$ cat src/design/pipeline_types.sv
package pipeline_types;

    typedef logic [31:0]  bus32_t;
    // word 0 sits in bits 31:0
    typedef logic [255:0] bus256_t;

    typedef enum logic [2:0] {
        CLASS_ALU,
        CLASS_LOAD_STORE,
        CLASS_BRANCH,
        CLASS_JUMP,
        CLASS_OTHER
    } inst_class_t;

    // major opcodes in bits 31:26
    typedef enum logic [5:0] {
        OP_ALU_FIRST = 6'b000000,
        OP_ALU_LAST  = 6'b000111,
        OP_LD_ST     = 6'b001010,
        OP_LD_ST_X   = 6'b001110,
        OP_BR_FIRST  = 6'b010000,
        OP_B         = 6'b010100,
        OP_BR_LAST   = 6'b011011
    } opcode_t;

    localparam bus32_t     RESET_PC        = 32'h1c00_0000;
    localparam logic [3:0] UNCACHED_REGION = 4'ha;

    localparam int LINE_WORDS        = 8;
    localparam int LINE_OFFSET_BITS  = 5;
    localparam int ICACHE_LINES      = 16;
    localparam int ICACHE_INDEX_BITS = 4;
    localparam int ICACHE_TAG_BITS   = 32 - LINE_OFFSET_BITS - ICACHE_INDEX_BITS;
    localparam int QUEUE_DEPTH       = 4;
    localparam int QUEUE_PTR_BITS    = 2;
    localparam int ROM_WORDS         = 4096;
    localparam int ROM_INDEX_BITS    = 12;

endpackage

$ cat src/design/icache.sv
`timescale 1ns/100ps

module icache (
    input  logic                    clk,
    input  logic                    rst,
    input  logic                    wb_cyc,
    input  logic                    wb_stb,
    input  pipeline_types::bus32_t  wb_adr,
    output logic                    wb_ack,
    output pipeline_types::bus32_t  wb_dat,
    output logic                    rom_inst_en,
    output pipeline_types::bus32_t  rom_inst_addr,
    output logic                    uncache_en,
    output pipeline_types::bus32_t  uncache_addr,
    input  pipeline_types::bus256_t rom_inst,
    input  logic                    rom_inst_valid,
    input  pipeline_types::bus32_t  uncache_inst,
    input  logic                    uncache_valid
);
    import pipeline_types::*;

    typedef enum logic [2:0] {
        S_IDLE,
        S_LOOKUP,
        S_REFILL_WAIT,
        S_UNCACHE_WAIT,
        S_RESPOND
    } state_t;

    state_t state;

    logic [ICACHE_TAG_BITS-1:0] tag_q [ICACHE_LINES];
    bus256_t                    data_q [ICACHE_LINES];
    logic [ICACHE_LINES-1:0]    valid_q;
    bus32_t                     resp_q;

    logic [ICACHE_INDEX_BITS-1:0]  idx;
    logic [ICACHE_TAG_BITS-1:0]    tag;
    logic [LINE_OFFSET_BITS-3:0]   word;
    logic                          uncached;
    logic                          hit;
    bus32_t                        hit_word;

    // address is held stable by the master until ack
    assign idx      = wb_adr[LINE_OFFSET_BITS +: ICACHE_INDEX_BITS];
    assign tag      = wb_adr[31 -: ICACHE_TAG_BITS];
    assign word     = wb_adr[LINE_OFFSET_BITS-1:2];
    assign uncached = (wb_adr[31:28] == UNCACHED_REGION);
    assign hit      = valid_q[idx] && (tag_q[idx] == tag);
    assign hit_word = data_q[idx][word*32 +: 32];

    assign rom_inst_addr = {wb_adr[31:LINE_OFFSET_BITS], {LINE_OFFSET_BITS{1'b0}}};
    assign uncache_addr  = wb_adr;
    assign rom_inst_en   = (state == S_LOOKUP) && !uncached && !hit;
    assign uncache_en    = (state == S_LOOKUP) && uncached;

    // hits answer straight from the array
    assign wb_ack = ((state == S_LOOKUP) && !uncached && hit) || (state == S_RESPOND);
    assign wb_dat = (state == S_RESPOND) ? resp_q : hit_word;

    always_ff @(posedge clk) begin
        if (rst) begin
            state <= S_IDLE;
        end else begin
            case (state)
                S_IDLE: begin
                    if (wb_cyc && wb_stb) begin
                        state <= S_LOOKUP;
                    end
                end
                S_LOOKUP: begin
                    if (uncached) begin
                        state <= S_UNCACHE_WAIT;
                    end else if (hit) begin
                        state <= S_IDLE;
                    end else begin
                        state <= S_REFILL_WAIT;
                    end
                end
                S_REFILL_WAIT: begin
                    if (rom_inst_valid) begin
                        state <= S_RESPOND;
                    end
                end
                S_UNCACHE_WAIT: begin
                    if (uncache_valid) begin
                        state <= S_RESPOND;
                    end
                end
                default: state <= S_IDLE;
            endcase
        end
    end

    always_ff @(posedge clk) begin
        if (rst) begin
            valid_q <= '0;
        end else if (state == S_REFILL_WAIT && rom_inst_valid) begin
            valid_q[idx] <= 1'b1;
        end
    end

    // line fill and response capture
    always_ff @(posedge clk) begin
        if (state == S_REFILL_WAIT && rom_inst_valid) begin
            data_q[idx] <= rom_inst;
            tag_q[idx]  <= tag;
            resp_q      <= rom_inst[word*32 +: 32];
        end else if (state == S_UNCACHE_WAIT && uncache_valid) begin
            resp_q <= uncache_inst;
        end
    end

endmodule

$ cat config.mk
export PLATFORM = sky130hd
export DESIGN_NAME = icache
export DESIGN_NICKNAME = d
export VERILOG_FILES = /design/src/design/pipeline_types.sv /design/src/design/icache.sv
export SDC_FILE = /design/constraint.sdc
export NUM_CORES = 2
export LEC_CHECK = 0
export BUFFER_PORTS_ARGS = -buffer_cell sky130_fd_sc_hd__buf_2
export CAP_MARGIN = 30
export CORE_MARGIN = 2
export CORE_UTILIZATION = 48
export DETAILED_ROUTE_END_ITERATION = 16
export HOLD_SLACK_MARGIN = 0.15
export SYNTH_ARGS = -nofsm -noshare
export SYNTH_HDL_FRONTEND = slang
export SYNTH_MEMORY_MAX_BITS = 65536
export SYNTH_SLANG_ARGS = --single-unit
$ cat constraint.sdc
create_clock -name clk -period 64.5 [get_ports clk]
set_clock_uncertainty 0.15 [all_clocks]
set_input_delay 9.675 -clock clk [delete_from_list [all_inputs] [get_ports clk]]
set_output_delay 9.675 -clock clk [all_outputs]
set_load 0.02 [all_outputs]
==> impl_metrics.ini <==
[global_route]
grt_pass1_vias = 81470
grt-ovfl-total = 0
antenna_found_initial = 183
grt_max_degree = 135
grt_usage_pct = 25.75
grt_pass1_wl_um = 654900

[yosys]
postSynthCellCount = 6938
ys_seq_elements = 4515
synth_xor_area_share_pct = 0.1056
synth-seq-area-share_pct = 77.71
synth-edff-count = 4496
synth-compound-area-share_pct = 0.5357
synthDominantCellAreaShare_pct = 77.49
synthMuxAreaShare_pct = 19.91
synthTopCellsByArea = edfxtp_1 77%, mux4_2 19%, mux2i_1 0.71%
syn_avg_cell_area_um2 = 25.11
synthSimpleGateAreaFrac_pct = 0.4855
ys_types = 60
ys.warnings.count = 0
async_reset_ff_share_pct = 0
synth_ff_type = edfxtp_1
synth_top_family_by_area = multiplexers
yosysTopAreaCell = edfxtp_1
syn-cell-area_um2 = 174200
synthAdderAreaFrac_pct = 0

[detailed_routing]
vias_per_cell = 6.342
finalWirelength_um = 472700
drtPass1Iterations = 6
drc = 0
wl_per_cell_um = 36.83
drt-initial-drc-count = 10910
antenna_left = 0
dr_total_vias = 81400

[cts]
cts_root_buf = clkbuf_16
cts_inserted_buffers = 449
cts_tree = done
cts_setup_buffers = 0
clockBufferDepth = 4
clk-insertion-delay-late_ns = 0.97
cts_resized = 0
ctsHoldBuffers = 0
cts_sinks = 4515
h-tree-depth = 5
clkTransAtPathRegs_ns = 0.06

[critical_path]
cp.arrival_ns = 16.20
crit_path_end_kind = output pin
cp.required_ns = 54.67
r2r_slack_ns = 59.16
critPathMaxFanout = 94
critPathLaunchType = input port
path_class = input port to output pin

[power_and_ir_drop]
p_leak_nw = 61.41
pwr-share-comb_pct = 5.2
powerDensity_nw_per_um2 = 31.14
p_switching_mw = 1.299
power_frac_clock_pct = 42.1
p_int_mw = 4.837
switching_share_pct = 21.16
ir_worst_vdd_v = 0.00002490
power_frac_seq_pct = 52.7

[sta]
slew_viol_final = 0
layout_worst_path_cycle_share_pct = 40.35
slew_headroom_pct = 9.679
final-setup-viol-count = 0
rsz0062_at_grt = false
worstMarginPinSlew_ns = 1.355
setup-tns-final_ns = 0
finalHoldViolations = 0
fin_crit_ns = 26.03
fmax_mhz = 38.42

[placed_design]
portBuffers = 415
globalplace.congestion = 0.7999
numPlacedInstances = 11900
dp_hpwl_um = 263200

[floorplan]
die_y_um = 606.5
start_util_pct = 48.14
die_x_um = 606.5
fp-row-count = 221
core-area_um2 = 362000
die_area_um2 = 367800
io_pins = 425

[final_layout]
layout.cells.non_filler = 12840
drive_above_1_share_pct = 34.62
syn2layout_area_growth_pct = 13.11
final_cell_mix = 4496 x edfxtp_1, 1481 x mux4_2, 457 x clkbuf_16, 408 x buf_2, 146 x buf_4
final_common_cell = edfxtp_1
finalCoreUtilization_pct = 54.45
finalNetCount = 7882
fill_cells = 26660

[status]
status = completed

[hold_path]
min_path_type = flop to flop

[job]
max-cap-violations = 0
synth_stat cells (3+ instances only):
cell type,number
a2111oi_0,3
a211oi_1,5
a21oi_1,40
a221oi_1,6
a22o_1,4
a22oi_1,17
and2_1,3
buf_1,49
buf_2,117
buf_4,73
buf_6,9
clkbuf_1,187
dfxtp_1,19
edfxtp_1,4496
inv_1,12
mux2_2,9
mux2i_1,124
mux4_2,1481
nand2_1,54
nand2b_1,5
nand3_1,6
nor2_1,85
nor2b_1,7
nor3_1,14
nor4_1,4
o21ai_0,16
o21ai_1,22
o21ba_2,4
o221ai_1,3
o22ai_1,9
o2bb2ai_1,3
xnor2_1,14
xor2_1,7
routing by layer:
metal	share of wire, %	global-route usage, %
met1	39	36.28
met4	2.9	7.041
met5	0.10	0
met3	9.3	5.669
met2	48	41.04
sequential cells by signal, summed over array words and instances (netlist names):
name / flops
data_q: 4096
resp_q: 32
tag_q: 368
valid_q: 16
state: 3
path summary, 6_finish.rpt:
path                               end  cells past startpoint                     from
max                         wb_dat[22]                     11                wb_adr[5]
min reg2reg    valid_q[2]$_SDFFE_PP0P_                      2  valid_q[2]$_SDFFE_PP0P_
min            valid_q[2]$_SDFFE_PP0P_                      2  valid_q[2]$_SDFFE_PP0P_
max reg2reg  data_q[10][180]$_DFFE_PP_                      9    state[2]$_SDFFE_PP0P_
metrics by stage:
stage | area (um2) | setup WS [ns] | hold slack [ns] | total power, mW
after floorplan | 174200 | 33.50 | 0.2848 | 3.483
after detailed placement | 182300 | 38.20 | 0.3030 | 3.623
after global routing | 196800 | 37.89 | 0.3354 | 6.302
final | 197100 | 38.47 | 0.3196 | 6.136
after CTS | 196700 | 38.19 | 0.3176 | 6.179
after global placement | 181900 | 38.21 | 0.2945 | 3.615
power by group through the flow:
stage	clock (mW)	sequential, mW	combinational, mW
3_3_place_gp	0	3.30	0.319
2_1_floorplan	0	3.30	0.181
5_1_grt	2.73	3.23	0.338
6_report	2.58	3.23	0.321
3_5_place_dp	0	3.30	0.326
4_1_cts	2.62	3.23	0.327
logic make-up after synthesis:
group / count (synthesis)
flops: 4515
simple gates: 192
xor+xnor: 21
other cells: 1
buf+inv: 450
mux: 1614
compound gates: 145
cell type report:
class,count,area (um2),area share (%)
clock inverters,273,2638,1.338
well taps,4794,5998,3.044
clock buffers,549,11810,5.993
diodes,114,285.3,0.1448
repair buffers,598,4080,2.070
multi-input cells,1977,36810,18.68
flip-flops and latches,4515,135400,68.70
inverters,15,63.81,0.03238
worst max-delay path, cell delays in order:
cell     delay [ns]
buf_12         0.44
buf_4          0.77
buf_4          0.83
buf_4          0.65
buf_4          0.80
mux4_2         0.61
mux4_2         0.47
mux4_2         0.45
mux2i_1        0.68
a21oi_1        0.24
buf_2          0.23
No activity file was read; power rests on OpenSTA's default activity.
