[src/design/pipeline_types.sv]
package pipeline_types;

    typedef logic [31:0]  bus32_t;
    // word 0 sits in bits 31:0
    typedef logic [255:0] bus256_t;

    typedef enum logic [2:0] {
        CLASS_ALU,
        CLASS_LOAD_STORE,
        CLASS_BRANCH,
        CLASS_JUMP,
        CLASS_OTHER
    } inst_class_t;

    // major opcodes in bits 31:26
    typedef enum logic [5:0] {
        OP_ALU_FIRST = 6'b000000,
        OP_ALU_LAST  = 6'b000111,
        OP_LD_ST     = 6'b001010,
        OP_LD_ST_X   = 6'b001110,
        OP_BR_FIRST  = 6'b010000,
        OP_B         = 6'b010100,
        OP_BR_LAST   = 6'b011011
    } opcode_t;

    localparam bus32_t     RESET_PC        = 32'h1c00_0000;
    localparam logic [3:0] UNCACHED_REGION = 4'ha;

    localparam int LINE_WORDS        = 8;
    localparam int LINE_OFFSET_BITS  = 5;
    localparam int ICACHE_LINES      = 16;
    localparam int ICACHE_INDEX_BITS = 4;
    localparam int ICACHE_TAG_BITS   = 32 - LINE_OFFSET_BITS - ICACHE_INDEX_BITS;
    localparam int QUEUE_DEPTH       = 4;
    localparam int QUEUE_PTR_BITS    = 2;
    localparam int ROM_WORDS         = 4096;
    localparam int ROM_INDEX_BITS    = 12;

endpackage

[src/design/predecoder.sv]
`timescale 1ns/100ps

module predecoder (
    input  logic                        head_valid,
    input  pipeline_types::bus32_t      head_pc,
    input  pipeline_types::bus32_t      head_inst,
    output logic                        pop,
    output logic                        out_valid,
    output pipeline_types::bus32_t      out_pc,
    output pipeline_types::bus32_t      out_inst,
    output pipeline_types::inst_class_t out_class,
    input  logic                        out_ready,
    output logic                        redirect,
    output pipeline_types::bus32_t      redirect_pc
);
    import pipeline_types::*;

    logic [5:0] opcode;
    bus32_t     offset;

    assign opcode = head_inst[31:26];

    // jump check comes first, it sits inside the branch range
    always_comb begin
        if (opcode == OP_B) begin
            out_class = CLASS_JUMP;
        end else if (opcode inside {[OP_ALU_FIRST:OP_ALU_LAST]}) begin
            out_class = CLASS_ALU;
        end else if (opcode inside {OP_LD_ST, OP_LD_ST_X}) begin
            out_class = CLASS_LOAD_STORE;
        end else if (opcode inside {[OP_BR_FIRST:OP_BR_LAST]}) begin
            out_class = CLASS_BRANCH;
        end else begin
            out_class = CLASS_OTHER;
        end
    end

    assign out_valid = head_valid;
    assign out_pc    = head_pc;
    assign out_inst  = head_inst;
    assign pop       = head_valid && out_ready;

    // signed word offset, scaled to bytes
    assign offset      = {{4{head_inst[25]}}, head_inst[25:0], 2'b00};
    assign redirect_pc = head_pc + offset;
    assign redirect    = pop && (out_class == CLASS_JUMP);

endmodule

[config.mk]
export PLATFORM = sky130hd
export DESIGN_NAME = predecoder
export DESIGN_NICKNAME = d
export VERILOG_FILES = /design/src/design/pipeline_types.sv /design/src/design/predecoder.sv
export SDC_FILE = /design/constraint.sdc
export NUM_CORES = 1
export LEC_CHECK = 0
export CAP_MARGIN = 20
export CORE_MARGIN = 5
export CORE_UTILIZATION = 25
export DETAILED_ROUTE_END_ITERATION = 16
export DONT_BUFFER_PORTS = 1
export PLACE_DENSITY = 0.51
export SYNTH_ARGS = -nofsm -noshare
export SYNTH_HDL_FRONTEND = slang
export SYNTH_SLANG_ARGS = --single-unit
export TNS_END_PERCENT = 100
[constraint.sdc]
create_clock -name vclk -period 2.9
set_clock_uncertainty 0.2 [all_clocks]
set_input_delay 0.58 -clock vclk [all_inputs]
set_output_delay 0.58 -clock vclk [all_outputs]
set_load 0.01 [all_outputs]
==> results of run 1 <==
==> report_power, final <==
group | internal, mW | total (mW) | switching [mW]
combinational | 0.464 | 0.891 | 0.427
clock | 0 | 0 | 0
sequential | 0 | 0 | 0
total | 0.464 | 0.891 | 0.427
==> cell usage in the layout (no fill, tap or decap), types with 4 or more instances in the layout <==
cell      synthesis  layout
xor2_1            8       7
o31ai_1           4       4
o21ai_2           0       5
buf_4            67     108
nand3_1          11       8
nand2_1          26      23
o21a_1            4       4
a21oi_4           0       4
ha_1             29       6
a21o_1            7       7
xnor2_1          17      14
ha_4              0      18
buf_6             0       7
a21oi_2           3      12
a21oi_1          25      12
nand2b_1          7       6
o21ai_0          12       9
inv_1            13      12
ha_2              0       5
nand4_1           8       8
nor2_1           23      21
==> final cells by class <==
| type | count | area (um2) |
|---|---|---|
| multi-input combinational | 251 | 2390 |
| fill | 1048 | 6150 |
| timing repair buffer | 115 | 890 |
| tap | 133 | 166 |
| inverter | 13 | 48.8 |
==> routing by layer <==
| metal | share of wire | global-route usage |
|---|---|---|
| met2 | 0.50 | 0.231 |
| met1 | 0.44 | 0.165 |
| met4 | 0.0069 | 0.00361 |
| met5 | 0 | 0 |
| met3 | 0.051 | 0.0107 |
==> logic make-up (layout without fill, tap and decap cells) <==
| kind of cell | count (synthesis) | count (layout) | synth area share |
|---|---|---|---|
| adder cells (fa/ha/maj) | 30 | 30 | 0.157 |
| multiplexers | 2 | 2 | 0.00922 |
| buffers and inverters | 95 | 128 | 0.255 |
| AND/OR/NAND/NOR | 99 | 99 | 0.212 |
| XOR/XNOR | 25 | 25 | 0.0896 |
| AO/OA/AOI/OAI | 95 | 95 | 0.278 |
==> worst paths after layout <==
| check | slack (ps) | depth (start not counted) | end |
|---|---|---|---|
| max | -160 | 8 | redirect_pc[19] |
| min | 960 | 0 | out_inst[17] |
==> metrics by stage <==
step           total power [mW]  utilization  TNS, ps
3_3_place_gp              0.775        0.310    -2840
5_1_grt                   0.967        0.362    -3060
3_5_place_dp              0.781        0.310    -2990
2_1_floorplan             0.546            -        0
6_report                  0.891        0.362    -1530
4_1_cts                   0.858        0.347    -1490
==> timing repair <==
item,CTS,global route
buffers inserted,5,1
setup endpoints to repair,20,20
resized for setup,56,25
pin swaps,32,16
==> impl_metrics.py, run 1 <==
metrics = {
    "drt": {
        "via_count": 2551,
        "drcViolationCount": 0,
        "routedWlPerCell_um": 15.7,
        "first_pass_iters": 5,
        "wl_um": 8020,
        "vias_per_cell": 4.98,
        "antenna_left": 0,
        "drt_iter0_markers": 73,
    },
    "timing": {
        "finalSetupViolCount": 16,
        "fin_ws_ps": -160,
        "worst_slew_pin_slew_ps": 400,
        "fmax_mhz": 327,
        "hold_viol": 0,
        "fin_crit_ps": 3060,
        "whs_ps": 960,
        "finalMaxSlewViolations": 0,
        "rsz0062_at_grt": "true",
        "slew_headroom": 0.731,
        "period_share": 1.06,
    },
    "synthesis": {
        "synth_area_um2": 2440,
        "syn_area_per_cell_um2": 7.06,
        "yosys-top-cells-area": "buf_4, ha_1, xnor2_1",
        "synth.distinct_cells": 55,
        "ys_seq_area_frac": 0,
        "synthCells": 346,
        "yosys.area.top_type": "buf_4",
        "ys_warn_count": 0,
        "yosys-top-cells-count": "buf_4, ha_1, nand2_1",
        "yosys.area.top_type_share": 0.206,
        "synth_most_common_cell": "buf_4",
        "syn_nets": 442,
    },
    "finish": {
        "fin_cells": 512,
        "ff_latch_area_um2": 0,
        "fin_area_um2": 3490,
        "nets": 477,
        "seq_cells": 0,
        "syn_to_final_growth_pct": 42.9,
        "n_antenna_cell": 0,
        "drive_above_1_share": 0.541,
        "nClkBuffers": 0,
    },
    "outcome": {
        "violations": "negative setup slack",
        "status": "finished, violations left",
    },
    "critical_path": {
        "start_kind": "primary input",
        "critPathMaxFanout": 6,
        "path_cells": "ha_4 > a21oi_2 > nand4b_4 > a2111oi_4 > nor3b_4 > o31ai_1 > xnor2_1 > buf_4",
        "max_stage_delay_ps": 430,
        "critPathBufInv": 1,
        "worst_path_max_delay_cell": "a2111oi_4",
        "arrival_ps": 2280,
        "crit_start": "head_inst[1]",
        "required_ps": 2120,
        "crit_family": "compound AO/OA/AOI/OAI gates",
        "crit_type": "in2out",
        "worst_setup_path_end_kind": "primary output",
    },
    "grt": {
        "grt_max_degree": 8,
        "grt_usage": 0.125,
        "grt_pass1_vias": 2514,
        "antenna_found_initial": 0,
        "grt_first_pass_wirelength_um": 12200,
        "grt-ovfl-total": 0,
    },
    "hold_path": {
        "hold_start": "head_inst[17]",
        "holdCritPathClass": "in2out",
    },
    "placed_design": {
        "gp_congestion": 0.835,
        "dp.cells": 506,
        "place_area_um2": 2990,
        "dpl.hpwl_um": 6740,
        "dp_slack_ps": -249,
        "portBuffers": 0,
    },
    "floorplan": {
        "core_um2": 9640,
        "initial_core_util": 0.254,
        "io_pins": 168,
        "die_w_um": 109,
        "fp.dieH_um": 109,
        "fp.dieArea_um2": 11900,
        "fp-row-count": 36,
    },
    "clock_network": {
        "ctsHoldBuffers": 0,
    },
    "run": {
        "maxCapViolations": 0,
    },
    "pwr": {
        "leakage_nw": 1.40,
        "irDropWorstVdd_uv": 141,
        "p_per_area_nw_per_um2": 255,
    },
}
Note: power is estimated with default switching activity, not from simulation.
==> inputs of run 2 (changes only) <==
--- a/config.mk
+++ b/config.mk
@@ -11,6 +11,7 @@
 export DETAILED_ROUTE_END_ITERATION = 16
 export DONT_BUFFER_PORTS = 1
 export PLACE_DENSITY = 0.51
+export REMOVE_ABC_BUFFERS = 1
 export SYNTH_ARGS = -nofsm -noshare
 export SYNTH_HDL_FRONTEND = slang
 export SYNTH_SLANG_ARGS = --single-unit
==> run 2 against run 1 <==
The run still ends with negative setup slack left. Critical path depth up 2. First-iteration DRC count up 34%. Sequential cell count unchanged. Setup slack got worse by 54 ps. Non-clock buffer count up 9. Core utilization up 0.29 points. Global-route usage is the same. Wire length rose by 3.0%. Clock-buffer cell count is the same. Die area unchanged. Worst hold slack about the same.
==> impl_metrics.py, run 2 (synthesis gave the netlist of run 1 again) <==
metrics = {
    "grt": {
        "grt_max_degree": 10,
        "grt_first_pass_wirelength_um": 12300,
        "grt-ovfl-total": 0,
        "antenna_found_initial": 0,
        "grt_pass1_vias": 2563,
        "grt_usage": 0.125,
    },
    "pwr": {
        "leakage_nw": 1.45,
        "p_total_mw": 0.901,
        "p_per_area_nw_per_um2": 256,
        "irDropWorstVdd_uv": 140,
    },
    "drt": {
        "top_layer_used": "met4",
        "wl_met2_um": 4270,
        "drt-met1-wl_um": 3530,
        "via_count": 2578,
        "antenna_left": 0,
        "drcViolationCount": 0,
        "drt_iter0_markers": 98,
        "first_pass_iters": 4,
        "routedWlPerCell_um": 15.9,
        "wl_um": 8260,
        "dr_wl_met3_um": 366,
        "vias_per_cell": 4.95,
    },
    "floorplan": {
        "io_pins": 168,
        "die_w_um": 109,
        "core_um2": 9640,
        "fp.dieH_um": 109,
        "initial_core_util": 0.254,
        "fp-row-count": 36,
        "fp.dieArea_um2": 11900,
    },
    "clock_network": {
        "ctsHoldBuffers": 0,
    },
    "timing": {
        "rsz0062_at_grt": "true",
        "finalSetupViolCount": 18,
        "finalMaxSlewViolations": 0,
        "slew_headroom": 0.707,
        "period_share": 1.07,
        "fin_crit_ps": 3110,
        "worst_slew_pin_slew_ps": 439,
        "fmax_mhz": 321,
        "fin_ws_ps": -215,
        "hold_viol": 0,
    },
    "hold_path": {
        "hold_start": "head_inst[24]",
        "hold_path_depth": 0,
        "holdCritPathClass": "in2out",
        "holdPathEnd": "out_inst[24]",
    },
    "finish": {
        "num-fill-cells": 1025,
        "nets": 486,
        "drive_above_1_share": 0.544,
        "postLayoutCoreUtil": 0.365,
        "fin_area_um2": 3520,
        "ff_latch_area_um2": 0,
        "final_cell_mix": "buf_4, nand2_1, nor2_1",
        "nClkBuffers": 0,
        "final_common_cell": "buf_4",
        "n_antenna_cell": 0,
        "seq_cells": 0,
        "syn_to_final_growth_pct": 44.0,
    },
    "critical_path": {
        "crit_type": "in2out",
        "required_ps": 2120,
        "start_kind": "primary input",
        "worst_setup_path_end_kind": "primary output",
        "crit_start": "head_inst[1]",
        "arrival_ps": 2330,
        "critPathMaxFanout": 3,
    },
    "outcome": {
        "status": "finished, violations left",
        "violations": "negative setup slack",
    },
    "placed_design": {
        "dpl.hpwl_um": 6620,
        "portBuffers": 0,
        "place_area_um2": 2870,
        "gp_congestion": 0.806,
        "dp_slack_ps": -405,
    },
    "run": {
        "maxCapViolations": 0,
    },
}
-- run 2: critical path: stages --
cell and delay, ps:
ha_4 260, a21oi_4 60, nand4b_4 200, buf_6 150
a211oi_2 160, buf_4 150, o211ai_4 110, a2111o_1 410
o311ai_2 80, buf_4 170
-- run 2: metrics by stage --
| step | TNS, ps | std cells | hold WS [ps] |
|---|---|---|---|
| after floorplan | -990 | 264 | 960 |
| after global placement | -4900 | 508 | 960 |
| after detailed placement | -5170 | 508 | 960 |
| after CTS | -2510 | 514 | 960 |
| after global routing | -3700 | 521 | 960 |
| final | -2000 | 521 | 960 |
-- run 2: worst max path at each step --
stage                            to  slack (ps)
floorplan           redirect_pc[28]        -270
global placement    redirect_pc[27]        -370
detailed placement  redirect_pc[27]        -410
CTS                 redirect_pc[20]        -220
global route        redirect_pc[20]        -320
finish              redirect_pc[27]        -210
-- run 2: what timing repair did --
action	CTS	global route
setup endpoints to repair	20	20
pin swaps	23	38
gates resized for setup	52	55
buffers inserted	6	8
-- run 2: layer usage --
| metal | track usage | up-vias |
|---|---|---|
| met3 | 0.0142 | 8 |
| met4 | 0.0162 | 0 |
| met1 | 0.160 | 1218 |
| li1 | - | 1261 |
| met5 | 0 | - |
| met2 | 0.228 | 91 |
-- run 2: layout make-up --
type / instances / area [um2] / share of cell area
repair buffers: 124 / 953 / 0.271
inverters: 13 / 48.8 / 0.0139
well taps: 133 / 166 / 0.0473
multi-input cells: 251 / 2350 / 0.668
-- run 2: power by group --
group | switching [mW] | total (mW) | leakage [nW] | internal, mW
Sequential | 0 | 0 | 0 | 0
Clock | 0 | 0 | 0 | 0
Combinational | 0.428 | 0.901 | 1.45 | 0.473
