===== config.mk =====
export PLATFORM = sky130hd
export DESIGN_NAME = fetch_unit
export DESIGN_NICKNAME = d
export VERILOG_FILES = /design/src/design/pipeline_types.sv /design/src/design/fetch_unit.sv
export SDC_FILE = /design/constraint.sdc
export NUM_CORES = 1
export LEC_CHECK = 0
export BUFFER_PORTS_ARGS = -buffer_cell sky130_fd_sc_hd__buf_2
export CAP_MARGIN = 10
export CELL_PAD_IN_SITES_DETAIL_PLACEMENT = 1
export CELL_PAD_IN_SITES_GLOBAL_PLACEMENT = 1
export CORE_ASPECT_RATIO = 0.6
export CORE_MARGIN = 2
export CORE_UTILIZATION = 37
export CTS_CLUSTER_DIAMETER = 60
export DETAILED_ROUTE_END_ITERATION = 16
export PLACE_DENSITY = 0.9
export SLEW_MARGIN = 20
export SYNTH_ARGS = -nofsm -noshare
export SYNTH_HDL_FRONTEND = slang
export SYNTH_SLANG_ARGS = --single-unit

===== constraint.sdc =====
create_clock -name clk -period 10.6 [get_ports clk]
set_input_delay 2.12 -clock clk [delete_from_list [all_inputs] [get_ports clk]]
set_output_delay 2.12 -clock clk [all_outputs]
set_load 0.01 [all_outputs]

===== src/design/pipeline_types.sv =====
package pipeline_types;

    typedef logic [31:0]  bus32_t;
    // word 0 sits in bits 31:0
    typedef logic [255:0] bus256_t;

    typedef enum logic [2:0] {
        CLASS_ALU,
        CLASS_LOAD_STORE,
        CLASS_BRANCH,
        CLASS_JUMP,
        CLASS_OTHER
    } inst_class_t;

    // major opcodes in bits 31:26
    typedef enum logic [5:0] {
        OP_ALU_FIRST = 6'b000000,
        OP_ALU_LAST  = 6'b000111,
        OP_LD_ST     = 6'b001010,
        OP_LD_ST_X   = 6'b001110,
        OP_BR_FIRST  = 6'b010000,
        OP_B         = 6'b010100,
        OP_BR_LAST   = 6'b011011
    } opcode_t;

    localparam bus32_t     RESET_PC        = 32'h1c00_0000;
    localparam logic [3:0] UNCACHED_REGION = 4'ha;

    localparam int LINE_WORDS        = 8;
    localparam int LINE_OFFSET_BITS  = 5;
    localparam int ICACHE_LINES      = 16;
    localparam int ICACHE_INDEX_BITS = 4;
    localparam int ICACHE_TAG_BITS   = 32 - LINE_OFFSET_BITS - ICACHE_INDEX_BITS;
    localparam int QUEUE_DEPTH       = 4;
    localparam int QUEUE_PTR_BITS    = 2;
    localparam int ROM_WORDS         = 4096;
    localparam int ROM_INDEX_BITS    = 12;

endpackage


===== src/design/fetch_unit.sv =====
`timescale 1ns/100ps

module fetch_unit (
    input  logic                   clk,
    input  logic                   rst,
    output logic                   wb_cyc,
    output logic                   wb_stb,
    output pipeline_types::bus32_t wb_adr,
    input  logic                   wb_ack,
    input  pipeline_types::bus32_t wb_dat,
    output logic                   push,
    output pipeline_types::bus32_t push_pc,
    output pipeline_types::bus32_t push_inst,
    input  logic [2:0]             count,
    input  logic                   redirect,
    input  pipeline_types::bus32_t redirect_pc
);
    import pipeline_types::*;

    typedef enum logic {
        F_IDLE,
        F_BUSY
    } fetch_state_t;

    fetch_state_t state;
    bus32_t       pc_q;
    bus32_t       adr_q;
    logic         stale_q;
    logic         can_start;

    // keep a slot free for the word in flight
    assign can_start = (int'(count) + 1) <= QUEUE_DEPTH;

    assign wb_cyc    = (state == F_BUSY);
    assign wb_stb    = (state == F_BUSY);
    assign wb_adr    = adr_q;
    assign push      = (state == F_BUSY) && wb_ack && !stale_q && !redirect;
    assign push_pc   = adr_q;
    assign push_inst = wb_dat;

    always_ff @(posedge clk) begin
        if (rst) begin
            state   <= F_IDLE;
            pc_q    <= RESET_PC;
            stale_q <= 1'b0;
        end else if (state == F_IDLE) begin
            if (redirect) begin
                pc_q <= redirect_pc;
            end else if (can_start) begin
                state <= F_BUSY;
            end
        end else if (wb_ack) begin
            // cycle ends, cyc stays low for at least one cycle
            state   <= F_IDLE;
            stale_q <= 1'b0;
            if (redirect) begin
                pc_q <= redirect_pc;
            end else if (!stale_q) begin
                pc_q <= adr_q + 32'd4;
            end
        end else if (redirect) begin
            stale_q <= 1'b1;
            pc_q    <= redirect_pc;
        end
    end

    always_ff @(posedge clk) begin
        if (state == F_IDLE && !redirect && can_start) begin
            adr_q <= pc_q;
        end
    end

endmodule


==> results of run 1 <==
[cell type report]
class / instances / area share [%]
clock buffers: 11 / 6.20
well taps: 135 / 4.15
clock inverters: 5 / 1.29
multi-input cells: 217 / 34.6
flip-flops and latches: 66 / 40.3
inverters: 7 / 0.645
repair buffers: 104 / 12.8
[logic make-up (layout without fill, tap and decap cells)]
family	Yosys count	in the layout	synth area share, %
fa+ha+maj	1	1	0.342
compound gates	85	85	15.7
simple gates	111	111	17.6
flops	66	66	44.9
xor+xnor	20	20	4.79
buf+inv	90	127	16.7
[routing by layer]
metal  up-vias  global-route usage [%]  wire [um]  part of all wire, %
li1       1345                       -          -                    -
met1      1536                    26.7       5020                   48
met2       135                    31.3       4660                   44
met3        14                    6.74        757                  7.2
met4         0                    4.41        102                 0.97
met5         -                       0          0                    0
[metrics by stage]
| step | utilization [%] | hold slack [ps] |
|---|---|---|
| after floorplan | - | 400 |
| after global placement | 38.7 | 410 |
| after detailed placement | 38.7 | 420 |
| after CTS | 41.8 | 434 |
| after global routing | 41.8 | 444 |
| final | 41.8 | 433 |
[cell usage after synthesis (7+ instances only)]
master / number / area (um2)
buf_4: 66 / 495
dfxtp_1: 34 / 681
nor2_1: 34 / 128
edfxtp_1: 32 / 961
a21oi_1: 24 / 120
nand2_1: 21 / 78.8
xnor2_1: 15 / 131
o21ai_0: 12 / 60.1
a211oi_1: 11 / 82.6
clkbuf_1: 10 / 37.5
nor3_1: 10 / 50.1
nand3_1: 9 / 45.0
o22ai_1: 9 / 56.3
a22oi_1: 7 / 52.6
inv_1: 7 / 26.3
[report_power, final]
part	internal, W	switching (W)	total [W]
Combinational	0.0000277	0.0000410	0.0000687
Clock	0.000193	0.000111	0.000304
Sequential	0.000285	0.0000150	0.000300
[final timing paths]
kind / end / from / slack (ps)
hold / removal: push_pc[6]$_DFFE_PP_ / pc_q[6]$_SDFFE_PP0P_ / 430
setup / recovery: push / redirect / 5210
hold reg to reg: push_pc[6]$_DFFE_PP_ / pc_q[6]$_SDFFE_PP0P_ / 430
setup reg to reg: pc_q[25]$_SDFFE_PP0P_ / wb_cyc$_SDFF_PP0_ / 8240
[registers in the layout, summed over array words and instances (netlist names)]
name and cells:
wb_cyc 1, push_pc 32, stale_q 1, pc_q 32
[worst register-to-register path, delay by kind of cell (launching register included)]
family           cells  cell delay [ps]
AO/OA/AOI/OAI        2              450
flip-flops           1              550
AND/OR/NAND/NOR      2             1200
[layout by cell type, fill, tap and decap left out, drive strengths merged, types with 9 or more instances in the layout]
cell	synthesis	layout
o22ai	9	9
o21ai	12	12
a211oi	11	11
buf	73	104
edfxtp	32	32
a21oi	24	24
dfxtp	34	34
nor2	35	35
nand2	22	22
nand3	10	10
clkbuf	10	11
xnor2	15	15
nor3	11	11
==> out/results.ini, run 1 <==
[yosys]
netlist_area_um2 = 3660
synth_seq_area_share_pct = 44.9
synth_nets = 445
synth_enable_flop_cells = 32
synth_top_flop_cell = dfxtp_1
postSynthRegisterBits = 66
cells_after_synthesis = 373
synth-async-reset-ratio_pct = 0
synth_cell_types = 53
synthesized_area_per_cell_um2 = 9.80
yosysWarnings = 0

[detailed_routing]
dr_total_vias = 3030
drt_first_pass_iters = 4
drt_drc_violations_left = 0
routed_wirelength_mm = 10.5
first_iter_violations = 222
wire_per_inst_um = 19.3
post_drt_via_cell_ratio = 5.56
route.antenna.remaining_nets = 0

[setup_path]
critical-path-top-delay-family = buffers and inverters
cp_num_buf_inv = 2
timing_worst_setup_path_type = input pin to output pin
timing.critical_path.from_type = input pin
cp_common_cell = buf_2
r2r.worst_path.cells = 4
path_cells = buf_2 -> nor2_2 -> buf_2
cp.arrival_ps = 3270
critPathCaptureType = output pin
biggest_cell_delay_along_the_critical_path_ps = 640
path_depth = 3
cp.required_ps = 8480
worstPathMaxFanout = 43
critical-path-slowest-cell = buf_2

[sta]
tightestPinTransition_ps = 894
final.setup.worst_slack_ps = 5210
final-hold-violation-count = 0
slew_viol_final = 0
fin_crit_sh_pct = 50.9
rsz0062_at_grt = no
layout_min_cycle_time_ps = 5390
relSlewSlack_pct = 40.2
setup_violations = 0
skew_ps = 5.59
setup-tns-final_ps = 0
maxClockFrequency_mhz = 185

[global_route]
antenna_found_initial = 0
grt_max_degree = 44
grt_first_pass_wirelength_mm = 16.1
grt.overflow.total = 0
groute.usage.overall_pct = 19.9
grt_pass1_vias = 3009

[final_layout]
final-seq-area_um2 = 1640
layoutNonFillerInstCount = 545
post-route-cell-area_um2 = 4070
finalNetCount = 477
antennaDiodeCount = 0
layout.filler_cells = 1143
area_delta_synth_final_pct = 11.4
multiInputGateArea_um2 = 1410
drive_above_1_share_pct = 34.1

[run_status]
run_status = complete, no violations

[clocking]
post_cts_resized = 0
cts_tree = yes
cts_max_level = 3
clock-root-buffer = clkbuf_16
clock_tree.buffer_depth = 2
cts.reportedPaths.clkPinSlew_ps = 50
cts_setup_buffers = 0
cts_sink_cnt = 66
cts_buf_count = 9
clk_latency_worst_skew_pair_ps = 340
ctsHoldBuffers = 0

[pwr]
power_density_nw_per_um2 = 165
worst_ir_drop_vdd_mv = 0.0901
total_leakage_power_nw = 1.60
total_power_consumption_of_the_routed_design_w = 0.000672

[floorplan]
boundaryPins = 170
die_width_um = 132
area_of_the_core_um2 = 9740
floorplan.die_area_um2 = 10700
initial_core_util_pct = 37.6
dieHeight_um = 81.0
core.rowCount = 28

[placement]
place.gp.congestion = 0.785
dp_slack_ps = 5210
place.detailed.instances = 529
placed_area_um2 = 3770
dp_hpwl_mm = 7.40
port_buffers = 103

[flow_run]
drv_cap = 0

[min_path]
hold_path.class = flip-flop to flip-flop
holdPathStages = 0

Note: power is estimated with default switching activity, not from simulation.
==> run 2, diff against run 1 <==
--- a/config.mk
+++ b/config.mk
@@ -11,10 +11,10 @@
 export CELL_PAD_IN_SITES_GLOBAL_PLACEMENT = 1
 export CORE_ASPECT_RATIO = 0.6
 export CORE_MARGIN = 2
-export CORE_UTILIZATION = 37
+export CORE_UTILIZATION = 34
 export CTS_CLUSTER_DIAMETER = 60
 export DETAILED_ROUTE_END_ITERATION = 16
-export PLACE_DENSITY = 0.9
+export PLACE_DENSITY = 0.84
 export SLEW_MARGIN = 20
 export SYNTH_ARGS = -nofsm -noshare
 export SYNTH_HDL_FRONTEND = slang
==> constraint.sdc (replaced) <==
create_clock -name clk -period 5.5 [get_ports clk]
set_input_delay 1.1 -clock clk [delete_from_list [all_inputs] [get_ports clk]]
set_output_delay 1.1 -clock clk [all_outputs]
set_load 0.01 [all_outputs]
==> run 2 against run 1 <==
Effect of this change: setup slack worse by 3000 ps; sequential share of layout area rose by 0.099 points; first-iteration DRC count increased by 8.1%; worst hold slack worse by 3.2 ps; via count shrank 4.7%; non-clock buffer count stayed put; register-to-register slack worse by 5200 ps; sequential cell count is the same; clock skew shrank 1.7 ps; sequential power increased by 92%; cell count rose by 0.55%; routed wire length fell by 3.3%.
==> out/results.ini, run 2 (synthesis results as in run 1) <==
[sta]
setup_violations = 0  ; unchanged
rsz0062_at_grt = no
slew_viol_final = 0  ; unchanged
maxClockFrequency_mhz = 300
fin_crit_sh_pct = 60.6
setup-tns-final_ps = 0  ; unchanged
relSlewSlack_pct = 33.6  ; -6.6 points
layout_min_cycle_time_ps = 3330
tightestPinTransition_ps = 993  ; +98.6 ps
skew_ps = 3.90  ; -1.69 ps
final-hold-violation-count = 0  ; unchanged

[final_layout]
commonest_non_fill_non_tap_cell_in_the_layout = buf_2
drive_above_1_share_pct = 34.0  ; -0.16 points
layoutNonFillerInstCount = 548  ; +0.55%
area_delta_synth_final_pct = 11.1
final-seq-area_um2 = 1640  ; unchanged
antennaDiodeCount = 0  ; unchanged
finalNetCount = 477  ; unchanged
multiInputGateArea_um2 = 1410  ; unchanged
post-route-cell-area_um2 = 4060  ; -0.25%
layout_common_cells = buf_2 (103), nor2_1 (34), dfxtp_1 (34), edfxtp_1 (32), a21oi_1 (24)
layout.filler_cells = 1215  ; +6.3%

[pwr]
internal_power_w = 0.000952  ; +88%
comb_power_share_pct = 10.4  ; +0.2 points
netSwitchingPower_w = 0.000311  ; +87%
worst_ir_drop_vdd_mv = 0.149  ; +66%
total_power_consumption_of_the_routed_design_w = 0.00126  ; +88%
power_density_nw_per_um2 = 311  ; +88%
clkPwrFrac_pct = 43.9  ; -1.3 points
power.sequential.fraction_pct = 45.7  ; +1.1 points
netSwitchingFraction_pct = 24.6  ; -0.17 points
total_leakage_power_nw = 1.59  ; -0.24%

[global_route]
grt.overflow.total = 0  ; unchanged
antenna_found_initial = 0  ; unchanged
groute.usage.overall_pct = 18.4  ; -1.4 points
global_route_met3_usage_pct = 5.80  ; -0.94 points
use_met2_pct = 26.8  ; -4.5 points
gr-max-usage-layer = met2
grt_pass1_vias = 2939  ; -2.3%
grt_max_degree = 44  ; unchanged
groute.layer.met1.usage_pct = 26.3  ; -0.40 points
grt_first_pass_wirelength_mm = 16.0  ; -0.60%

[min_path]
hold_path.class = flip-flop to flip-flop

[placement]
placed_area_um2 = 3770  ; +0.13%
dp_hpwl_mm = 7.34  ; -0.87%
port_buffers = 103  ; unchanged
place.gp.congestion = 0.802  ; +2.2%
place.detailed.instances = 533  ; +0.76%

[setup_path]
timing_worst_setup_path_type = input pin to output pin
timing.critical_path.from_type = input pin
critPathCaptureType = output pin
cp.required_ps = 4400  ; -4080 ps
worstPathMaxFanout = 43  ; unchanged
cp.arrival_ps = 2230  ; -1040 ps

[floorplan]
area_of_the_core_um2 = 10500  ; +8.0%
die_width_um = 138  ; +4.2%
initial_core_util_pct = 34.8  ; -2.8 points
dieHeight_um = 84.3  ; +4.1%
core.rowCount = 29  ; +3.6%
boundaryPins = 170  ; unchanged
floorplan.die_area_um2 = 11600  ; +8.5%

[clocking]
post_cts_resized = 0  ; unchanged
clk_latency_worst_skew_pair_ps = 340  ; about the same
cts_sink_cnt = 66  ; unchanged
cts_tree = yes
clock_tree.buffer_depth = 2  ; unchanged
cts_max_level = 3  ; unchanged
clock-root-buffer = clkbuf_16
cts_setup_buffers = 0  ; unchanged
cts.reportedPaths.clkPinSlew_ps = 50  ; about the same
ctsHoldBuffers = 0  ; unchanged
cts_buf_count = 9  ; unchanged

[detailed_routing]
routed_wirelength_mm = 10.2  ; -3.3%
drt_first_pass_iters = 4  ; unchanged
post_drt_via_cell_ratio = 5.27  ; -5.2%
route.antenna.remaining_nets = 0  ; unchanged
first_iter_violations = 240  ; +8.1%
wire_per_inst_um = 18.6  ; -3.9%
drt_drc_violations_left = 0  ; unchanged
dr_total_vias = 2889  ; -4.7%

[run_status]
run_status = complete, no violations

[flow_run]
drv_cap = 0  ; unchanged

[run 2: path summary, 6_finish.rpt]
| kind | cells past startpoint | endpoint | slack, ps | from |
|---|---|---|---|---|
| setup / recovery | 3 | push | 2170 | redirect |
| hold / removal | 0 | push_pc[14]$_DFFE_PP_ | 430 | pc_q[14]$_SDFFE_PP0P_ |
| setup reg to reg | 4 | pc_q[28]$_SDFFE_PP1P_ | 3040 | wb_cyc$_SDFF_PP0_ |
| hold reg to reg | 0 | push_pc[14]$_DFFE_PP_ | 430 | pc_q[14]$_SDFFE_PP0P_ |
[run 2: worst max-delay path, cell delays in order]
cell	delay [ps]
buf_2	650
nor2_2	250
buf_2	220
[run 2: per-layer routing]
metal | share of wire (%) | up-vias | wire length [um]
li1 | - | 1343 | -
met3 | 9.1 | 14 | 929
met4 | 1.1 | 0 | 116
met2 | 43 | 124 | 4390
met5 | 0 | - | 0
met1 | 47 | 1408 | 4760
[run 2: final cells by class]
cell class / instances / area share [%]
well taps: 139 / 4.28
clock inverters: 2 / 0.246
repair buffers: 104 / 12.9
clock buffers: 13 / 6.90
inverters: 7 / 0.647
flip-flops and latches: 66 / 40.4
multi-input cells: 217 / 34.7
[run 2: power groups by stage]
stage                     combinational, W  clock [W]  sequential [W]
after floorplan                   0.000111          0        0.000584
after global placement            0.000127          0        0.000584
after detailed placement          0.000132          0        0.000588
after CTS                         0.000132   0.000564        0.000578
after global routing              0.000145   0.000587        0.000582
final                             0.000131   0.000555        0.000577
[run 2: per-stage QoR]
| stage | util, % | setup WS, ps | hold slack, ps |
|---|---|---|---|
| final | 38.6 | 2170 | 430 |
| after global routing | 38.6 | 2020 | 437 |
| after CTS | 38.6 | 2170 | 431 |
| after detailed placement | 35.9 | 2170 | 418 |
| after global placement | 35.9 | 2200 | 409 |
| after floorplan | - | 1270 | 400 |
