### config.mk
export PLATFORM = sky130hd
export DESIGN_NAME = inst_queue
export DESIGN_NICKNAME = d
export VERILOG_FILES = /design/src/design/pipeline_types.sv /design/src/design/inst_queue.sv
export SDC_FILE = /design/constraint.sdc
export NUM_CORES = 1
export LEC_CHECK = 0
export ABC_AREA = 1
export BUFFER_PORTS_ARGS = -buffer_cell sky130_fd_sc_hd__buf_2
export CORE_UTILIZATION = 55
export CTS_CLUSTER_SIZE = 8
export DETAILED_ROUTE_END_ITERATION = 8
export PLACE_DENSITY = 0.81
export SLEW_MARGIN = 25
export SYNTH_ARGS = -nofsm -noshare
export SYNTH_HDL_FRONTEND = slang
export SYNTH_SLANG_ARGS = --single-unit
export TNS_END_PERCENT = 30
### constraint.sdc
create_clock -name clk -period 12.6 [get_ports clk]
set_clock_uncertainty 0.1 [all_clocks]
set_input_delay 1.89 -clock clk [delete_from_list [all_inputs] [get_ports clk]]
set_output_delay 1.89 -clock clk [all_outputs]
set_load 0.02 [all_outputs]
### src/design/pipeline_types.sv
package pipeline_types;

    typedef logic [31:0]  bus32_t;
    // word 0 sits in bits 31:0
    typedef logic [255:0] bus256_t;

    typedef enum logic [2:0] {
        CLASS_ALU,
        CLASS_LOAD_STORE,
        CLASS_BRANCH,
        CLASS_JUMP,
        CLASS_OTHER
    } inst_class_t;

    // major opcodes in bits 31:26
    typedef enum logic [5:0] {
        OP_ALU_FIRST = 6'b000000,
        OP_ALU_LAST  = 6'b000111,
        OP_LD_ST     = 6'b001010,
        OP_LD_ST_X   = 6'b001110,
        OP_BR_FIRST  = 6'b010000,
        OP_B         = 6'b010100,
        OP_BR_LAST   = 6'b011011
    } opcode_t;

    localparam bus32_t     RESET_PC        = 32'h1c00_0000;
    localparam logic [3:0] UNCACHED_REGION = 4'ha;

    localparam int LINE_WORDS        = 8;
    localparam int LINE_OFFSET_BITS  = 5;
    localparam int ICACHE_LINES      = 16;
    localparam int ICACHE_INDEX_BITS = 4;
    localparam int ICACHE_TAG_BITS   = 32 - LINE_OFFSET_BITS - ICACHE_INDEX_BITS;
    localparam int QUEUE_DEPTH       = 4;
    localparam int QUEUE_PTR_BITS    = 2;
    localparam int ROM_WORDS         = 4096;
    localparam int ROM_INDEX_BITS    = 12;

endpackage

### src/design/inst_queue.sv
`timescale 1ns/100ps

module inst_queue (
    input  logic                   clk,
    input  logic                   rst,
    input  logic                   push,
    input  pipeline_types::bus32_t push_pc,
    input  pipeline_types::bus32_t push_inst,
    input  logic                   pop,
    input  logic                   flush,
    output logic                   head_valid,
    output pipeline_types::bus32_t head_pc,
    output pipeline_types::bus32_t head_inst,
    output logic [2:0]             count
);
    import pipeline_types::*;

    bus32_t pc_mem [QUEUE_DEPTH];
    bus32_t inst_mem [QUEUE_DEPTH];

    logic [QUEUE_PTR_BITS-1:0] rd_ptr;
    logic [QUEUE_PTR_BITS-1:0] wr_ptr;
    logic [2:0]                count_q;
    logic                      do_push;
    logic                      do_pop;

    assign do_pop  = pop && head_valid;
    // full queue takes a push only alongside a pop
    assign do_push = push && ((count_q != 3'(QUEUE_DEPTH)) || do_pop);

    assign head_valid = (count_q != 3'd0);
    assign head_pc    = pc_mem[rd_ptr];
    assign head_inst  = inst_mem[rd_ptr];
    assign count      = count_q;

    always_ff @(posedge clk) begin
        if (rst || flush) begin
            rd_ptr  <= '0;
            wr_ptr  <= '0;
            count_q <= 3'd0;
        end else begin
            if (do_push) begin
                wr_ptr <= wr_ptr + 1'b1;
            end
            if (do_pop) begin
                rd_ptr <= rd_ptr + 1'b1;
            end
            case ({do_push, do_pop})
                2'b10:   count_q <= count_q + 3'd1;
                2'b01:   count_q <= count_q - 3'd1;
                default: count_q <= count_q;
            endcase
        end
    end

    always_ff @(posedge clk) begin
        if (do_push && !flush) begin
            pc_mem[wr_ptr]   <= push_pc;
            inst_mem[wr_ptr] <= push_inst;
        end
    end

endmodule

==> results of run 1 <==
## cells in the final DEF, fill, tap and decap left out
master,count
sky130_fd_sc_hd__buf_2,136
sky130_fd_sc_hd__nand2_1,3
sky130_fd_sc_hd__nor2_4,5
sky130_fd_sc_hd__dfxtp_1,7
sky130_fd_sc_hd__nand4_1,1
sky130_fd_sc_hd__o21ai_2,1
sky130_fd_sc_hd__clkbuf_16,40
sky130_fd_sc_hd__nand3_1,3
sky130_fd_sc_hd__or2_1,1
sky130_fd_sc_hd__o22ai_1,64
sky130_fd_sc_hd__clkinv_8,1
sky130_fd_sc_hd__fa_1,1
sky130_fd_sc_hd__a21oi_4,1
sky130_fd_sc_hd__clkbuf_1,6
sky130_fd_sc_hd__buf_4,6
sky130_fd_sc_hd__nand2_2,4
sky130_fd_sc_hd__o21ai_1,56
sky130_fd_sc_hd__nor2_1,134
sky130_fd_sc_hd__buf_6,1
sky130_fd_sc_hd__diode_2,3
sky130_fd_sc_hd__dfxtp_4,1
sky130_fd_sc_hd__inv_6,1
sky130_fd_sc_hd__o21ai_0,78
sky130_fd_sc_hd__inv_1,15
sky130_fd_sc_hd__inv_4,2
sky130_fd_sc_hd__edfxtp_1,256
sky130_fd_sc_hd__a21oi_1,6
sky130_fd_sc_hd__clkinv_4,1
sky130_fd_sc_hd__ha_1,4
sky130_fd_sc_hd__dfxtp_2,1
## cell families after synthesis
logic type,count (synthesis)
flops,265
compound gates,206
simple gates,151
buf+inv,58
fa+ha+maj,5
## where the power goes
group / switching [mW] / internal (mW) / total (mW)
Sequential: 0.00603 / 0.987 / 0.993
Combinational: 0.0680 / 0.0296 / 0.0976
Clock: 0.338 / 0.564 / 0.902
Total: 0.412 / 1.58 / 1.99
## worst max-delay path, stage by stage (launching register included)
cell	delay (ps)
sky130_fd_sc_hd__dfxtp_4	510
sky130_fd_sc_hd__inv_4	300
sky130_fd_sc_hd__buf_6	620
sky130_fd_sc_hd__o21ai_1	160
sky130_fd_sc_hd__o22ai_1	270
sky130_fd_sc_hd__buf_2	230
## state kept, by name, summed over array words and instances, names as in the netlist, named ones only
register / flops
rd_ptr: 2
pc_mem: 128
inst_mem: 128
count: 3
wr_ptr: 2
## final cells by class
type	instances	area [µm²]	share of cell area, %
Tap cell	225	282	2.38
Clock buffer	46	1020	8.64
Multi-Input combinational cell	362	1820	15.4
Inverter	17	68.8	0.581
Sequential cell	265	7870	66.5
Clock inverter	3	33.8	0.285
Antenna cell	3	7.51	0.0634
Timing Repair Buffer	143	737	6.22
## path summary, 6_finish.rpt
| kind | start | end | slack [ps] | cells after the start |
|---|---|---|---|---|
| worst max-delay path | flop | head_pc[19] | 7910 | 5 |
| worst max register to register | count[1] | pc_mem[3][9] | 10190 | 6 |
| worst min register to register | rd_ptr[1] | flop | 380 | 2 |
| worst min-delay path | rd_ptr[1] | flop | 380 | 2 |
## metal layers
metal | GRT usage, % | wire [µm] | vias to the layer above
li1 | - | - | 2852
met2 | 35.8 | 10100 | 259
met1 | 28.3 | 8290 | 2997
met5 | 0 | 0 | -
met4 | 7.20 | 337 | 0
met3 | 5.63 | 1610 | 31
## cells in the mapped netlist, types with 6 or more instances
library cell	count	area [µm²]
sky130_fd_sc_hd__o21ai_0	78	390
sky130_fd_sc_hd__a21oi_1	6	30.0
sky130_fd_sc_hd__o22ai_1	64	400
sky130_fd_sc_hd__dfxtp_1	9	180
sky130_fd_sc_hd__buf_4	6	45.0
sky130_fd_sc_hd__buf_2	7	35.0
sky130_fd_sc_hd__o21ai_1	56	280
sky130_fd_sc_hd__nor2_1	138	518
sky130_fd_sc_hd__inv_1	15	56.3
sky130_fd_sc_hd__clkbuf_1	14	52.6
sky130_fd_sc_hd__edfxtp_1	256	7690
sky130_fd_sc_hd__buf_6	10	113
==> flow_metrics.py, run 1 <==
metrics = {
    "yosys": {
        "yosysWarningCount": 0,
        "synthesis.nets": 759,
        "synth_simple_gate_area_share_pct": 5.93,
        "synthesis.instances": 685,
        "synth_compound_gate_area_share_pct": 11.3,
        "netlist-cell-type-count": 26,
        "synthXorXnorAreaFrac_pct": 0,
        "synth-adder-area-share_pct": 0.701,
        "mappedNetlistArea_um2": 10000,
        "synth_enable_flop_cells": 256,
        "synth-main-ff-cell": "sky130_fd_sc_hd__edfxtp_1",
        "post_synth_mux_area_share_pct": 0,
        "synth.yosys.seq_area_share_pct": 78.7,
        "postSynthRegisterBits": 265,
        "largest_family_of_logic_cells_by_synthesized_area": "compound AO/OA/AOI/OAI gates",
        "async_set_or_reset_flop_fraction_in_the_synthesized_netlist_pct": 0,
        "post_synth.cell_area_avg_um2": 14.6,
    },
    "detailed_routing": {
        "routed_wire_length_per_instance_um": 19.1,
        "detail_route.wirelength_um": 20300,
        "drc": 0,
        "drtIter0Drc": 474,
        "antenna_left": 0,
        "via_count": 6139,
        "dr.pass1.iters": 5,
        "dr_vias_cell": 5.77,
    },
    "clock_network": {
        "post_cts_buffers": 0,
        "cts_hold_buf": 0,
        "clk_latency_ps": 510,
        "cts_repair_resize_count": 0,
        "cts.htree.levels": 2,
        "clockRootBuffer": "sky130_fd_sc_hd__clkbuf_16",
        "numCtsBuffers": 39,
        "worst_setup_hold_path_clk_slew_ps": 50,
        "tritoncts_num_sinks": 265,
        "clockBufferDepth": 3,
        "tritoncts_clock_tree": "yes",
    },
    "setup_path": {
        "required_ps": 10610,
        "setup.worst_path.start_class": "flop",
        "worst-path-max-fanout": 104,
        "category_of_the_critical_setup_timing_path": "flop to primary output",
        "timing.critical_path.arrival_ps": 2700,
        "timing.critical_path.to_type": "primary output",
    },
    "power_and_ir_drop": {
        "power.static_leakage_nw": 4.19,
        "max-vdd-ir-drop_mv": 0.134,
        "total_power_divided_by_cell_area_nw_per_um2": 168,
        "report.power.total_mw": 1.99,
    },
    "place": {
        "io_buffers": 136,
        "place_inst": 1012,
        "placed_area_um2": 10800,
        "finalWeightedCongestion": 0.735,
        "post-dp-hpwl_um": 10800,
        "minimum_setup_slack_after_placement_ps": 8260,
    },
    "die": {
        "die_w_um": 137,
        "floorplan.die.height_um": 137,
        "floorplan.die_area_um2": 18700,
        "fp-row-count": 48,
        "initial_utilization_pct": 57.0,
        "ioPinCount": 137,
        "floorplan.core_area_um2": 17500,
    },
    "finish": {
        "non_filler_instance_count_after_layout": 1064,
        "fin_util_pct": 67.5,
        "ratio_of_cells_with_drive_above_1_in_the_final_layout_pct": 24.0,
        "layout_area_growth_over_synthesis_pct": 18.5,
        "layout.filler_cells": 1153,
        "final_area_um2": 11800,
        "num-nets-final": 902,
    },
    "timing": {
        "worst_slew_margin_rel_pct": 37.4,
        "setup_repair_after_global_routing_missed_its_margin": "no",
        "holdWs_ps": 377,
        "maxClockFrequency_ghz": 0.213,
        "final.setup.tns_ps": 0,
        "timing_hold_violations_final": 0,
        "tightest_slew_ps": 939,
        "finalMaxSlewViolations": 0,
        "post-route-period-util_pct": 37.2,
        "finalSetupViolCount": 0,
        "worst_slack_ps": 7910,
        "period_needed_ps": 4690,
    },
    "flow_run": {
        "cap_violations": 0,
    },
    "global_routing": {
        "grt_max_degree": 105,
        "grt_pass1_vias": 5912,
        "groute.usage.overall_pct": 21.7,
        "grt.overflow.total": 0,
        "first_pass_grt_wire_length_um": 30300,
        "grt_antenna_before_repair": 2,
    },
    "run_status": {
        "outcome": "completed",
    },
    "worst_hold_path": {
        "holdCritPathClass": "flop to flop",
    },
}
Power figures use the tool's default switching activity.
==> run 2: changes to the inputs <==
CORE_UTILIZATION = 51   (was 55)
PLACE_DENSITY = 0.79   (was 0.81)
clock period = 4.2 ns   (was 12.6 ns; I/O delays follow)
==> flow_metrics.py, run 2 (synthesis results as in run 1) <==
metrics = {
    "power_and_ir_drop": {
        "power.static_leakage_nw": 4.21,
        "max-vdd-ir-drop_mv": 0.279,
        "total_power_divided_by_cell_area_nw_per_um2": 504,
    },
    "worst_hold_path": {
        "holdCritPathClass": "input pin to flop",
    },
    "timing": {
        "finalSetupViolCount": 0,
        "holdWs_ps": 247,
        "tightest_slew_ps": 951,
        "maxClockFrequency_ghz": 0.291,
        "timing_hold_violations_final": 0,
        "worst_slack_ps": 763,
        "finalMaxSlewViolations": 0,
        "post-route-period-util_pct": 81.8,
        "setup_repair_after_global_routing_missed_its_margin": "no",
        "worst_slew_margin_rel_pct": 36.6,
        "period_needed_ps": 3440,
    },
    "setup_path": {
        "timing.critical_path.arrival_ps": 2710,
        "timing.critical_path.to_type": "primary output",
        "category_of_the_critical_setup_timing_path": "flop to primary output",
        "critical_path.cell_chain": "buf_4 -> o21ai_0 -> o22ai_1 -> buf_2",
        "worst-path-max-fanout": 84,
        "required_ps": 3470,
        "worst_path_cell_with_the_longest_stage_delay": "sky130_fd_sc_hd__buf_4",
        "path_delay_family": "buffers and inverters",
        "critPathBufInv": 2,
        "setup.worst_path.start_class": "flop",
        "critPathMaxStageDelay_ps": 730,
    },
    "finish": {
        "layout.filler_cells": 1309,
        "non_filler_instance_count_after_layout": 1107,
        "num-nets-final": 903,
        "ratio_of_cells_with_drive_above_1_in_the_final_layout_pct": 23.8,
        "mostFrequentLayoutCells": "256 x sky130_fd_sc_hd__edfxtp_1, 136 x sky130_fd_sc_hd__buf_2, 134 x sky130_fd_sc_hd__nor2_1",
        "layout_area_growth_over_synthesis_pct": 19.3,
        "layout.cells.most_common": "sky130_fd_sc_hd__edfxtp_1",
        "fin_util_pct": 62.9,
        "final_area_um2": 11900,
    },
    "place": {
        "finalWeightedCongestion": 0.767,
        "io_buffers": 136,
        "minimum_setup_slack_after_placement_ps": 1350,
        "post-dp-hpwl_um": 11000,
        "placed_area_um2": 10800,
        "place_inst": 1048,
    },
    "global_routing": {
        "groute.usage.overall_pct": 20.8,
        "grt_max_degree": 103,
        "first_pass_grt_wire_length_um": 31600,
        "grt_antenna_before_repair": 4,
        "grt.overflow.total": 0,
        "grt_pass1_vias": 6112,
    },
    "detailed_routing": {
        "via_count": 6154,
        "antenna_left": 0,
        "detail_route.wirelength_um": 20900,
        "dr.pass1.iters": 5,
        "drtIter0Drc": 604,
        "drc": 0,
        "routed_wire_length_per_instance_um": 18.9,
        "dr_vias_cell": 5.56,
    },
    "clock_network": {
        "post_cts_buffers": 0,
        "clockRootBuffer": "sky130_fd_sc_hd__clkbuf_16",
        "clk_latency_ps": 490,
        "cts.htree.levels": 2,
        "tritoncts_num_sinks": 265,
        "numCtsBuffers": 39,
        "worst_setup_hold_path_clk_slew_ps": 50,
        "tritoncts_clock_tree": "yes",
        "cts_repair_resize_count": 0,
        "cts_hold_buf": 0,
        "clockBufferDepth": 3,
    },
    "flow_run": {
        "cap_violations": 0,
    },
    "die": {
        "floorplan.die.height_um": 142,
        "fp-row-count": 50,
        "floorplan.die_area_um2": 20200,
        "ioPinCount": 137,
        "die_w_um": 142,
        "initial_utilization_pct": 52.7,
        "floorplan.core_area_um2": 19000,
    },
    "run_status": {
        "outcome": "completed",
    },
}
run 2: cell count changes in the layout (fill, tap and decap cells not counted):
cell                        previous run  this run
sky130_fd_sc_hd__inv_4                 2         1
sky130_fd_sc_hd__clkbuf_16            40        41
sky130_fd_sc_hd__buf_6                 1         0
sky130_fd_sc_hd__clkbuf_1              6        14
sky130_fd_sc_hd__buf_4                 6         8
sky130_fd_sc_hd__clkinv_8              1         0
run 2: worst paths after layout:
path | start | to | slack, ps | depth (start not counted)
worst max-delay path | flop | head_inst[14] | 760 | 4
worst min-delay path | push_inst[6] | inst_mem[2][6] | 250 | 1
worst max register to register | count[0] | pc_mem[0][14] | 1780 | 6
worst min register to register | rd_ptr[0] | rd_ptr[0] | 370 | 1
run 2: worst reg2reg max path, delay by kind of cell, from the launching register on:
family                 cells  cell delay, ps
buffers and inverters      1             740
and+or+nand+nor            4             640
AOI/OAI and AO/OA          1              80
DFF                        1             420
run 2: power breakdown:
| group | total (mW) | internal, mW | leakage [nW] | switching, mW |
|---|---|---|---|---|
| sequential | 2.98 | 2.96 | 2.40 | 0.0176 |
| clock | 2.74 | 1.75 | 0.526 | 0.991 |
| combinational | 0.296 | 0.0892 | 1.28 | 0.206 |
run 2: metal layers:
metal / track usage, % / routed length, µm
met2: 32.1 / 9850
met4: 9.73 / 540
met1: 27.7 / 8720
met3: 5.72 / 1770
met5: 0 / 13
run 2: per-stage QoR:
| step | TNS [ps] | power [mW] |
|---|---|---|
| 2_1_floorplan | -16100 | 3.19 |
| 3_3_place_gp | 0 | 3.31 |
| 3_5_place_dp | 0 | 3.32 |
| 4_1_cts | 0 | 6.04 |
| 5_1_grt | 0 | 6.18 |
| 6_report | 0 | 6.01 |
run 2: cell type report:
cell class,instances,area (µm²),share of cell area [%]
tap,260,325,2.73
timing repair buffer,144,741,6.21
multi-input combinational,362,1820,15.3
sequential,265,7870,66.0
antenna,3,7.51,0.0630
clock inverter,1,8.76,0.0735
clock buffer,55,1080,9.05
inverter,17,71.3,0.598
==> run 3: changes to the inputs <==
clock period = 3 ns   (was 4.2 ns; I/O delays follow)
==> flow_metrics.py, run 3 (synthesis results as in run 1) <==
metrics = {
    "die": {
        "fp-row-count": 50,
        "die_w_um": 142,
        "ioPinCount": 137,
        "floorplan.die.height_um": 142,
        "floorplan.die_area_um2": 20200,
        "initial_utilization_pct": 52.7,
        "floorplan.core_area_um2": 19000,
    },
    "finish": {
        "ratio_of_cells_with_drive_above_1_in_the_final_layout_pct": 24.2,
        "final_area_um2": 12000,
        "num-nets-final": 907,
        "layout.cells.most_common": "sky130_fd_sc_hd__edfxtp_1",
        "mostFrequentLayoutCells": "256 x sky130_fd_sc_hd__edfxtp_1, 136 x sky130_fd_sc_hd__buf_2, 134 x sky130_fd_sc_hd__nor2_1",
        "layout_area_growth_over_synthesis_pct": 20.5,
        "non_filler_instance_count_after_layout": 1110,
    },
    "place": {
        "minimum_setup_slack_after_placement_ps": 905,
        "post-dp-hpwl_um": 10800,
        "finalWeightedCongestion": 0.719,
        "placed_area_um2": 11000,
        "io_buffers": 136,
        "place_inst": 1052,
    },
    "setup_path": {
        "required_ps": 2450,
        "category_of_the_critical_setup_timing_path": "flop to primary output",
        "critical_path.cell_chain": "inv_4 -> buf_4 -> nor2_1 -> o22ai_1 -> buf_2",
        "timing.critical_path.arrival_ps": 2080,
        "ff2ff_path_depth": 6,
        "setup.worst_path.start_class": "flop",
        "timing.critical_path.to_type": "primary output",
        "worst-path-max-fanout": 38,
        "worst_path_cell_with_the_longest_stage_delay": "sky130_fd_sc_hd__buf_4",
        "critPathMaxStageDelay_ps": 390,
    },
    "flow_run": {
        "cap_violations": 0,
    },
    "timing": {
        "finalMaxSlewViolations": 0,
        "timing_hold_violations_final": 0,
        "worst_slew_margin_rel_pct": 56.6,
        "final.setup.tns_ps": 0,
        "setup_repair_after_global_routing_missed_its_margin": "no",
        "tightest_slew_ps": 652,
        "worst_slack_ps": 374,
        "period_needed_ps": 2630,
        "post-route-period-util_pct": 87.5,
        "finalSetupViolCount": 0,
        "maxClockFrequency_ghz": 0.381,
    },
    "clock_network": {
        "cts_hold_buf": 0,
        "cts_repair_resize_count": 0,
        "post_cts_buffers": 0,
        "tritoncts_num_sinks": 265,
        "clockBufferDepth": 3,
        "worst_setup_hold_path_clk_slew_ps": 50,
        "cts.htree.levels": 2,
        "tritoncts_clock_tree": "yes",
        "numCtsBuffers": 39,
        "clk_latency_ps": 490,
        "clockRootBuffer": "sky130_fd_sc_hd__clkbuf_16",
    },
    "power_and_ir_drop": {
        "total_power_divided_by_cell_area_nw_per_um2": 700,
        "max-vdd-ir-drop_mv": 0.356,
        "report.power.total_mw": 8.43,
        "power.static_leakage_nw": 4.25,
    },
    "detailed_routing": {
        "antenna_left": 0,
        "drtIter0Drc": 380,
        "met2RoutedLength_um": 9540,
        "routed_wire_length_per_instance_um": 18.1,
        "top_layer": "met5",
        "drc": 0,
        "wl_met1_um": 8440,
        "detail_route.wirelength_um": 20100,
        "dr.pass1.iters": 4,
        "dr_vias_cell": 5.42,
        "via_count": 6012,
        "route.met3.wl_um": 1670,
    },
    "global_routing": {
        "grt.overflow.total": 0,
        "first_pass_grt_wire_length_um": 30700,
        "grt_antenna_before_repair": 3,
        "grt_pass1_vias": 6000,
        "groute.usage.overall_pct": 20.1,
        "grt_max_degree": 129,
    },
    "worst_hold_path": {
        "holdCritPathClass": "input pin to flop",
        "worst_hold_path_cells": 1,
    },
    "run_status": {
        "outcome": "completed",
    },
}
## run 3: layer usage
metal / vias up / GRT usage, %
li1: 2868 / -
met3: 40 / 6.93
met5: - / 0
met1: 2893 / 25.1
met4: 2 / 7.07
met2: 209 / 32.7
## run 3: worst paths after layout
check | startpoint | endpoint | slack (ps)
worst max-delay path | flop | head_inst[22] | 370
worst min-delay path | push_pc[22] | pc_mem[2][22] | 70
worst max register to register | count[1] | pc_mem[2][14] | 960
worst min register to register | rd_ptr[1] | flop | 370
## run 3: critical path, delay by kind of cell, from the launching register on
family | cells | cell delay (ps)
buf+inv | 3 | 910
flops | 1 | 350
compound gates | 1 | 230
simple gates | 1 | 70
## run 3: power breakdown
group	internal, mW	leakage (nW)	switching, mW
Sequential	4.14	2.40	0.0189
Combinational	0.132	1.33	0.284
Clock	2.45	0.526	1.40
## run 3: per-stage QoR
step | hold WS, ps | util [%]
global route | 49.1 | 63.5
CTS | 46.1 | 63.5
finish | 68.4 | 63.6
detailed placement | 353 | 57.8
global placement | 342 | 57.8
floorplan | 336 | -
## run 3: layout make-up
| cell class | instances | area, µm² |
|---|---|---|
| tap | 260 | 325 |
| antenna | 2 | 5.00 |
| timing repair buffer | 148 | 871 |
| multi-input combinational | 362 | 1820 |
| clock buffer | 55 | 1080 |
| sequential | 265 | 7870 |
| fill | 1387 | 6910 |
| inverter | 17 | 66.3 |
| clock inverter | 1 | 8.76 |
